**src/video_config.svh**
```systemverilog
`ifndef VIDEO_CONFIG_SVH
`define VIDEO_CONFIG_SVH

// Pixels in one block, the size of one RAM bank
`define VB_BLOCK_WORDS 128

// Word address width inside a bank
`define VB_ADDR_W 7

// Banks rotating between write, read and free
`define VB_BANKS 3

`endif
```
**src/pixel_pkg.sv**
```systemverilog
`include "video_config.svh"

package pixel_pkg;

	// One RGB pixel, 8 bits per colour
	typedef struct packed {
		logic [7:0] r;
		logic [7:0] g;
		logic [7:0] b;
	} pixel_t;

	// Input stream, one pixel per cycle with valid high
	typedef struct packed {
		logic   valid;
		pixel_t pixel;
	} pixel_in_t;

	// Output stream, last marks the final word of a block
	typedef struct packed {
		logic                  valid;
		logic                  last;
		logic [`VB_ADDR_W-1:0] index;
		pixel_t                pixel;
	} pixel_out_t;

endpackage

```
**src/block_reader.sv**
```systemverilog
`include "video_config.svh"

module block_reader (
	input  logic                  clk,
	input  logic                  nrst,

	// Buffer handshake
	input  logic                  fresh,
	output logic                  take,

	// RAM read port
	output logic [`VB_ADDR_W-1:0] rd_addr,
	input  pixel_pkg::pixel_t     rd_pixel,

	// Outgoing pixel stream
	output pixel_pkg::pixel_out_t pixel_out
);

	typedef enum logic [1:0] {
		ST_IDLE,
		ST_READ,
		ST_DRAIN
	} state_t;

	localparam logic [`VB_ADDR_W-1:0] LAST_ADDR = `VB_ADDR_W'(`VB_BLOCK_WORDS - 1);

	state_t state;

	// Output controls delayed to match the RAM read latency
	logic                  out_valid_q;
	logic                  out_last_q;
	logic [`VB_ADDR_W-1:0] out_index_q;

	// Take the block as soon as one is ready
	assign take = (state == ST_IDLE) && fresh;

	always_ff @(posedge clk or negedge nrst) begin
		if (!nrst) begin
			state   <= ST_IDLE;
			rd_addr <= '0;
		end else begin
			case (state)
				ST_IDLE: begin
					rd_addr <= '0;
					if (take) begin
						state <= ST_READ;
					end
				end
				ST_READ: begin
					rd_addr <= rd_addr + 1'b1;
					if (rd_addr == LAST_ADDR) begin
						state <= ST_DRAIN;
					end
				end
				// Last word leaves the RAM in this cycle
				ST_DRAIN: begin
					state <= ST_IDLE;
				end
				default: begin
					state <= ST_IDLE;
				end
			endcase
		end
	end

	always_ff @(posedge clk or negedge nrst) begin
		if (!nrst) begin
			out_valid_q <= 1'b0;
			out_last_q  <= 1'b0;
		end else begin
			out_valid_q <= (state == ST_READ);
			out_last_q  <= (state == ST_READ) && (rd_addr == LAST_ADDR);
		end
	end

	always_ff @(posedge clk) begin
		out_index_q <= rd_addr;
	end

	// Pixel data comes straight from the selected bank
	always_comb begin
		pixel_out.valid = out_valid_q;
		pixel_out.last  = out_last_q;
		pixel_out.index = out_index_q;
		pixel_out.pixel = rd_pixel;
	end

endmodule

```
**config.mk**
```make
export PLATFORM = sky130hd
export DESIGN_NAME = block_reader
export DESIGN_NICKNAME = d
export VERILOG_FILES = /design/src/pixel_pkg.sv /design/src/block_reader.sv
export VERILOG_INCLUDE_DIRS = /design/src
export SDC_FILE = /design/constraint.sdc
export NUM_CORES = 1
export LEC_CHECK = 0
export ABC_AREA = 0
export ABC_CLOCK_PERIOD_IN_PS = 2730
export BUFFER_PORTS_ARGS = -buffer_cell sky130_fd_sc_hd__buf_2
export CAP_MARGIN = 0
export CORE_ASPECT_RATIO = 0.8
export CORE_MARGIN = 2
export CORE_UTILIZATION = 41
export DETAILED_ROUTE_END_ITERATION = 7
export PLACE_DENSITY = 0.83
export SYNTH_ARGS = -nofsm -noshare
export SYNTH_HDL_FRONTEND = slang
export SYNTH_SLANG_ARGS = --single-unit
export TNS_END_PERCENT = 30
```
**constraint.sdc**
```tcl
create_clock -name clk -period 2.73 [get_ports clk]
set_input_delay 0.1365 -clock clk [delete_from_list [all_inputs] [get_ports clk]]
set_output_delay 0.1365 -clock clk [all_outputs]
set_load 0.01 [all_outputs]
```
* Word level (Yosys, flattened, before mapping) *
Index checks and enable logic that the tools add are counted.

storage, ports and cells
  output and inout bits = 41
  bits in registers = 18
  input port bits = 27

operators by class
  mux-type cells = 4
  $add $sub $neg = 1
  reduce and logical (&&, ||, !) cells = 5
  equality and inequality tests = 4

operators with widths
  kind                                                              number
  7-bit case mux with 2 select lines                                1
  7-bit by 1-bit adder with 7-bit output (second input constant)    1
  7-bit == test (second input constant)                             1
  2-bit 2-to-1 mux                                                  2
  2-bit case mux with 2 select lines                                1
  2-bit by 1-bit == test with 1-bit output (second input constant)  1
  1-bit logical AND                                                 2
  2-bit logical NOT                                                 1
  2-bit by 1-bit != test with 1-bit output (second input constant)  1
  2-bit != test (second input constant)                             1
  2-bit AND reduction                                               1
  2-bit nonzero test                                                1

* Longest topological paths before layout *
Gate-level depths: netlist of run 1.

  depth in word-level cells = 4
  mapped depth = 4

* Worst setup path before layout of run 1 *
Ideal clock, no wire load.

  path kind = reg-to-reg
  start = register rd_addr[0]
  end = register rd_addr[6]
  path buffers = 0
  stages on the path, launching flop included = 5
  slack = 1.356 ns
  clock period less this slack = 1.374 ns
  setup time = 0.087 ns
  arrival = 1.288 ns
  cell sequence = dfrtp_1 -> ha_1 -> nand2_1 -> or4_1 -> o211ai_1

between the ends
  word-level cells in the longest chain between the ends = 2

ends and longest elaborated chain
  element                                 line                RTL
  start: declaration                      block_reader.sv:12  output logic [`VB_ADDR_W-1:0] rd_addr,
  start signal: assignment                block_reader.sv:50  rd_addr <= rd_addr + 1'b1;
  7-bit by 1-bit adder with 7-bit output  block_reader.sv:50
  7-bit case mux with 2 select lines      block_reader.sv:42  case (state)

No other way between the ends.
A chain may end at the register's enable or synchronous reset.

* Final worst setup path of run 1 *
Ends and elaborated chain as after synthesis.

==> impl_summary.md, run 1 <==
CTS
The clock drives 18 sinks. The TritonCTS clock tree is built. Counting the buffers created by CTS gives 3. Clock latency on the worst-skew pair, taken at its later pin, is just under 0.3 ns. The post-CTS clock slew at the launch and capture registers of the worst setup and hold paths is roughly 0.09 ns. The total number of H-tree levels is 1. The total of cells resized after clock tree synthesis is 0.

After clock tree synthesis, the setup repair step added 0 buffers. The root buffer cell chosen for the clock tree is clkbuf_4. The number of buffers on the longest clock path is 2.

Yosys
The area share of the largest cell type after synthesis is approximately a third. The post-synthesis cell count is 81. Averaged over all synthesized cells, the footprint is 10.5 um2. The number of distinct library cell variants in the gate-level netlist after synthesis is 21. The number of warnings issued by yosys is 0. Summed over all instances, the cell type with the most area after synthesis is dfrtp_1.

The proportion of synthesized chip area in sequential cells is 48.8%. The number of register bits inferred by synthesis is 18. The post-synth net total is ~110. By area the synthesized netlist is led by dfrtp_1 (32%), buf_4 (24%), dfxtp_1 (16%). The post-synthesis instance area is about 850 um2.

Setup path
The category of the worst setup path capture point is a register. The data arrival at the endpoint of the critical path is roughly 1.6 ns. The nature of the critical path startpoint is a register. The cell type of the slowest stage on the worst timing path is or4_1. The critical setup path kind is register to register. The largest fanout on the critical path is 6. The reg2reg setup slack is around 1.3 ns.

The endpoint identified for the worst register-to-register timing path is rd_addr[6]. The highest cell delay on the worst timing path is 0.47 ns. The required time at the endpoint of the critical path is 2.94 ns.

The worst flop-to-flop path startpoint is rd_addr[0]. Traced cell by cell, the critical path runs through ha_1 -> nand2_1 -> or4_1 -> o211ai_1. Counting cells, the worst reg-to-reg path comes to 4.

Placed design
The global placement routability congestion is 0.837. The half-perimeter wire length of the detailed placement result is 1.14 mm. The count of input and output buffers is 19. Once placement completed, the tool counted placed cells totaling 96. OpenSTA, run right after detailed placement, puts the worst setup slack at ~1.3 ns.

Die
The height of the die is roughly 45 um. For this design the top-level I/O count stands at 68. The initialized floorplan defines 14 standard-cell rows. The core region is just under 0.002 mm2. The area of the die is 0.00246 mm2. In this run the horizontal extent of the chip is between 50 and 60 um. The initial core utilization is around 44%.

Power
The worst voltage drop across the vdd grid is between 500 and 600 uV. The analysis attributes to cell leakage a power of 0.372 nW. The design draws approximately 0.8 mW. In this run the power density over the cells is roughly 1000 mW/mm2.

Routing
The routed design has about 1.4 mm of wire. In the final routed layout, each cell accounts on average for 14.2 um. After detailed routing, the number of vias per cell comes to around 5. The total number of vias is 511. For this block, the initial DRC count from the detailed router was 8. After detailed routing, the number of remaining DRC violations is 0.

The count of nets left with antenna violations after detail routing is 0. The number of detailed-routing iterations run before antenna repair is 3.

Global route
The number of antenna violations at the first check in global routing is 0. Global routing finished with a remaining overflow of 0. The overall global routing resource usage is approximately an eighth. The global-route wire length before repair is about 2.2 mm. The via count of the first global-routing pass is 470. Entering global routing, the biggest net connects 13 pins.

Layout
Leaving out fill and tap cells, the most frequent cells in the layout are buf_2 (19), dfrtp_1 (11), nand2_1 (8), dfxtp_1 (7), nand3_1 (6). Relative to the synthesized area, the layout overhead comes to -6.17%. Counting the fill cells in the layout gives 193. In the final design database the tool counted 106 nets. The repair_antennas step left the layout with diodes totalling 0.

The fraction of layout cells with a size suffix above 1 is approximately a third. The number of non-filler instances in the completed layout is a little over 100. The most common cell after layout, fill and taps aside is buf_2.

Min path
The endpoint with the worst hold slack is state[0]. In this run the most critical hold path is launched from fresh. The hold-critical path depth is 3. The path class of the lowest-slack min-delay path is primary input to register.

Timing
The final number of hold-violating endpoints came to 0. At the pin with the least slew margin, the transition time is between 0.3 and 0.4 ns. Setup repair after global routing left no endpoint under its margin. The clock skew after layout is between 0.001 and 0.0015 ns. Measured against its own limit, the worst slew margin works out to roughly three quarters. Setup total negative slack on the finished layout was measured at 0 ns. The number of endpoints failing setup at the final stage is 0. The maximum achievable frequency is roughly 0.7 GHz. The share of the cycle needed by the critical path after routing is 51.6%. The smallest clock period supported by the final layout is computed as around 1.4 ns. The final hold slack is 0.131 ns. Setup slack on the critical path of the routed design comes to about 1.3 ns. The final-report max-slew violation count was 0.

Run
The max-cap violation count is 0.

Run status
The flow ran to the end, and the final reports show no timing, DRC or antenna violations.
-- report_power, final --
| part | internal [mW] | leakage, nW | total, mW | switching [mW] |
|---|---|---|---|---|
| registers | 0.353 | 0.190 | 0.437 | 0.0835 |
| logic | 0.114 | 0.167 | 0.233 | 0.119 |
| clock network | 0.0568 | 0.0150 | 0.132 | 0.0756 |
-- cells by family after synthesis --
| group | share of synthesized area [%] |
|---|---|
| compound gates | 6.46 |
| mux | 1.32 |
| simple gates | 16.4 |
| buf+inv | 25.5 |
| flops | 48.8 |
| fa+ha+maj | 1.47 |
-- state kept, by name, summed over array words and instances (netlist names) --
register     flops
out_last_q       1
state            2
out_valid_q      1
out_index_q      7
rd_addr          7
-- per-layer routing --
metal  vias to the layer above  part of all wire [%]  global-route usage [%]  wire [um]
li1                        241                     -                       -          -
met1                       234                    37                    14.0        538
met2                        30                    49                    20.2        701
met3                         6                    13                    7.62        185
met4                         0                  0.90                    3.41         13
met5                         -                     0                       0          0
-- cell type report --
class	count	area [um2]	area share, %
Inverter	1	3.75	0.469
Timing Repair Buffer	20	105	13.1
Tap cell	24	30.0	3.76
Clock buffer	4	26.3	3.29
Multi-Input combinational cell	34	219	27.4
Sequential cell	18	415	52.0
-- critical path, delay by kind of cell, from the launching register on --
kind | cells | cell delay [ns]
compound gates | 1 | 0.10
simple gates | 2 | 0.57
flops | 1 | 0.44
fa+ha+maj | 1 | 0.22
-- stage by stage --
step / utilization, % / cell area (um2)
2_1_floorplan: - / 852
3_3_place_gp: 39.6 / 763
3_5_place_dp: 39.6 / 763
4_1_cts: 41.5 / 800
5_1_grt: 41.5 / 800
6_report: 41.5 / 800
-- worst max path at each step --
| stage | startpoint | end | slack (ns) | cells after the start |
|---|---|---|---|---|
| finish | rd_addr[0] | rd_addr[6] | 1.32 | 4 |
| global route | rd_addr[0] | rd_addr[6] | 1.25 | 4 |
| CTS | rd_addr[0] | rd_addr[6] | 1.30 | 4 |
| detailed placement | rd_addr[0] | rd_addr[6] | 1.31 | 4 |
| global placement | state[1] | rd_addr[6] | 1.38 | 3 |
| floorplan | rd_addr[0] | rd_addr[6] | 1.36 | 4 |
-- synth_stat cells (all sizes together) --
cell and number:
and3 2, nand2 8, ha 1, a22o 2
dfrtp 11, nand3 7, nand2b 1, o211ai 2
or4b 1, o21ai 1, o311ai 1, nor2 3
nor3b 1, inv 1, mux2 1, buf 28
dfxtp 7, or4 2, o32ai 1
-- what timing repair did --
item	in CTS	in global routing
hold buffers	1	0
endpoints found under the hold margin	11	0
setup endpoints to repair	0	0
Power figures use the tool's default switching activity.
==> inputs of run 2 (changes only) <==
Settings changed: ABC_AREA 0 to 1, ABC_CLOCK_PERIOD_IN_PS 2730 to 1400, CORE_UTILIZATION 41 to 37, PLACE_DENSITY 0.83 to 0.77.
Clock period 2.73 ns to 1.4 ns, I/O delays scaled along.
==> run 2 against run 1 <==
Net effect:
- via count rose by 4.3%
- utilization is 3.7 points lower
- critical endpoint is now take
- area after synthesis shrank 2.6%
- register-to-register slack got worse by 1.1 ns
- power grew 5.0%
==> impl_summary.md, run 2 <==
Yosys
Yosys attributes the largest share of cell area to dfrtp_1 (33%), buf_4 (24%), dfxtp_1 (17%). The number of warnings issued by yosys is 0. The leading area contributor after synthesis is dfrtp_1. Counting flops with an async set or reset pin after synthesis yields a share of approximately three fifths. The cell area that synthesis handed to floorplanning was 830 um2. After technology mapping, the gate count stands at 92. Averaged over all synthesized cells, the footprint is approximately 9.0 um2.

When the netlist entered floorplanning its net count stood at 120. The number of distinct library cell variants in the gate-level netlist after synthesis is 14. In this run the biggest area consumer among cell types represents about a third of the synthesized area. The dominant synthesized flop cell is dfrtp_1. The library cell with the highest instance count after synthesis is buf_4.

By count the netlist is led by buf_4 (26), nand2_1 (13), nor2_1 (12). Counting flops with a built-in enable in the synthesized netlist gives 0. Counting flops and latches in the post-synthesis netlist gives 18. The share of the Yosys chip area taken by registers is between 50% and 60%.

Layout
The area added between synthesis and finish is -2.56%. The count of cells in the finished layout, fillers not included, comes to approximately 120. Cells with a size suffix above 1 make up ~30% of the layout. The most common cell after layout, fill and taps aside is buf_2. The top cell types in the final layout, fill and taps aside, are buf_2 (19), nand2_1 (13), nor2_1 (12), dfrtp_1 (10). The number of diodes is 0. In the final design database the tool counted around 120 nets. The fill cell total of the finished layout is 237. The largest registers in the layout are out_index_q: 7 flops, rd_addr: 7 flops, state: 2 flops. Summing all multi-input logic gate instances after layout gives about 190 um2. The total area of sequential cells is roughly 420 um2.

Setup path
The critical path's most frequent cell is nor2_1. The category of the worst setup path capture point is a primary output. The signal on the critical path passes through nor2_1 -> inv_1 -> nor2_1 -> buf_2. The nature of the critical path startpoint is a register. The largest fanout on the critical path is 6. Grouping stages by cell kind, the critical path spends the most delay in flip-flops. The critical setup path kind is register to primary output.

In this design, the stage delay of the slowest critical-path cell is ~0.46 ns. For this design, the slowest cell found on the critical path is dfrtp_2. Together, buffers and inverters on the worst path number 2. The required time at the endpoint of the critical path is approximately 1.3 ns. The data arrival at the endpoint of the critical path is roughly 1.2 ns.

Timing
The summed negative setup slack over all endpoints is 0 ns. The maximum achievable frequency is 0.770 GHz. The share of the cycle needed by the critical path after routing is around 93%.

Between clock sinks in the finished design, the worst skew comes to 0.00291 ns. The relative max-transition margin is roughly 83%. The shortest clock period the worst path allows after layout is 1.30 ns.

Setup repair after global routing left no endpoint under its margin. The transition at the pin with the smallest max-transition slack is approximately 0.25 ns. The final number of hold-violating endpoints is 0.

The final hold slack is 0.0569 ns. The final-report max-slew violation count was 0. The number of endpoints failing setup at the final stage is 0.

CTS
The longest clock path from root to sink contains 2 buffers. The number of clock sinks is 18. The TritonCTS buffer count is 3.

The total number of H-tree levels is 1. TritonCTS built the clock tree. The post-CTS clock slew at the launch and capture registers of the worst setup and hold paths is ~0.1 ns. Once the clock tree was built, the setup fixing pass inserted 0 buffers.

The root buffer cell is clkbuf_4. The clock insertion delay at the later pin of the skew report is between 0.2 and 0.3 ns.

Power
For this design the static power due to leakage is 0.449 nW. The worst voltage drop across the vdd grid is 424 uV. The power density over the cells is roughly 1000 mW/mm2.

Die
The area of the die is ~0.0026 mm2. 68 I/O pins were placed. The height of the die is ~46 um.

The width of the die is 56.9 um. The initial utilization of the core area, before any placement, comes to around 39%. The placeable core region is around 0.0021 mm2. The initialized floorplan defines 15 standard-cell rows.

Routing
In this run the remaining antenna-violating nets after routing total 0. The per-cell routed wire length is 11.5 um. The DRC violation count after routing is 0.

The number of detailed-routing iterations run before antenna repair is 4. The total routed wirelength is ~1.3 mm. The final route contains roughly 530 vias. The number of vias per cell after detailed routing is 4.63. For this block, the initial DRC count from the detailed router was 12.

Placed design
The count of input and output buffers is 19. The post-placement cell count is 110. The HPWL after detailed placement is approximately 1000 um. The global placement routability congestion is just over 0.8.

Global route
In the global route stage, overall resource usage came out at 11.7%. The total overflow left after global routing is 0. The first global-routing pass estimated around 2.2 mm of wire.

The via count of the first global-routing pass is 500. The number of antenna violations at the first check in global routing is 0. Entering global routing, the biggest net connects 12 pins.

Run
The tool flagged a number of max-cap violations equal to 0.

Min path
The path class of the lowest-slack min-delay path is primary input to register.

Run status
The flow ran to the end, and the final reports show no timing, DRC or antenna violations.
==> run 2: changes by cell type in the layout (fill, tap and decap cells not counted), sizes merged, moves of 2 or more <==
cell and change:
inv +8, a21oi +4, nand2 +6, or4 -2, nor2 +9, and3 -2
nand3 -2, o211ai -2
==> run 2: timing repair <==
item	4_1_cts	5_1_grt
gates resized for setup	0	1
setup endpoints to repair	0	1
endpoints found under the hold margin	11	0
hold buffers	1	0
==> run 2: worst paths after layout <==
path / start / depth (start not counted) / to / slack, ns
min in group asynchronous: nrst / 2 / rd_addr[3] / 0.16
max in group asynchronous: nrst / 2 / state[1] / 1.03
worst max-delay path: state[1] / 4 / take / 0.10
worst max register to register: rd_addr[0] / 6 / rd_addr[6] / 0.18
worst min-delay path: fresh / 3 / state[0] / 0.06
worst min register to register: rd_addr[6] / 0 / out_index_q[6] / 0.46
==> run 2: per-layer routing <==
metal | wire (um) | global-route usage (%) | up-vias | part of all wire [%]
met3 | 167 | 6.18 | 22 | 13
met1 | 526 | 11.7 | 239 | 40
met4 | 106 | 12.1 | 0 | 8.0
li1 | - | - | 251 | -
met2 | 521 | 17.2 | 21 | 39
met5 | 0 | 0 | - | 0
==> run 2: cell families after synthesis <==
| kind of cell | share of synthesized area, % |
|---|---|
| flops | 50.1 |
| fa+ha+maj | 1.51 |
| simple gates | 15.7 |
| compound gates | 4.07 |
| buf+inv | 27.6 |
| xor+xnor | 1.06 |
==> run 2: worst register-to-register path: cells and delay by family (launching register included) <==
kind	cells	cell delay, ns
simple gates	3	0.29
fa+ha+maj	1	0.23
flops	1	0.44
compound gates	1	0.13
buf+inv	1	0.08
==> run 2: report_power, final <==
part / switching (mW) / internal, mW
logic: 0.00736 / 0.00401
clock network: 0.156 / 0.159
registers: 0 / 0.516
total: 0.163 / 0.679
==> run 2: per-stage QoR <==
step	worst slack [ns]	total power, mW	area (um2)	utilization [%]
global placement	0.260	0.537	761	35.6
CTS	0.0716	0.854	807	37.7
finish	0.102	0.842	808	37.8
detailed placement	0.200	0.537	761	35.6
floorplan	0.267	0.599	830	-
global route	0.000653	0.874	808	37.8
==> run 2: layout make-up <==
type | count | area share, %
Clock buffer | 4 | 4.49
Sequential cell | 18 | 51.5
Timing Repair Buffer | 20 | 13.0
Tap cell | 25 | 3.87
Multi-Input combinational cell | 39 | 22.9
Inverter | 9 | 4.18
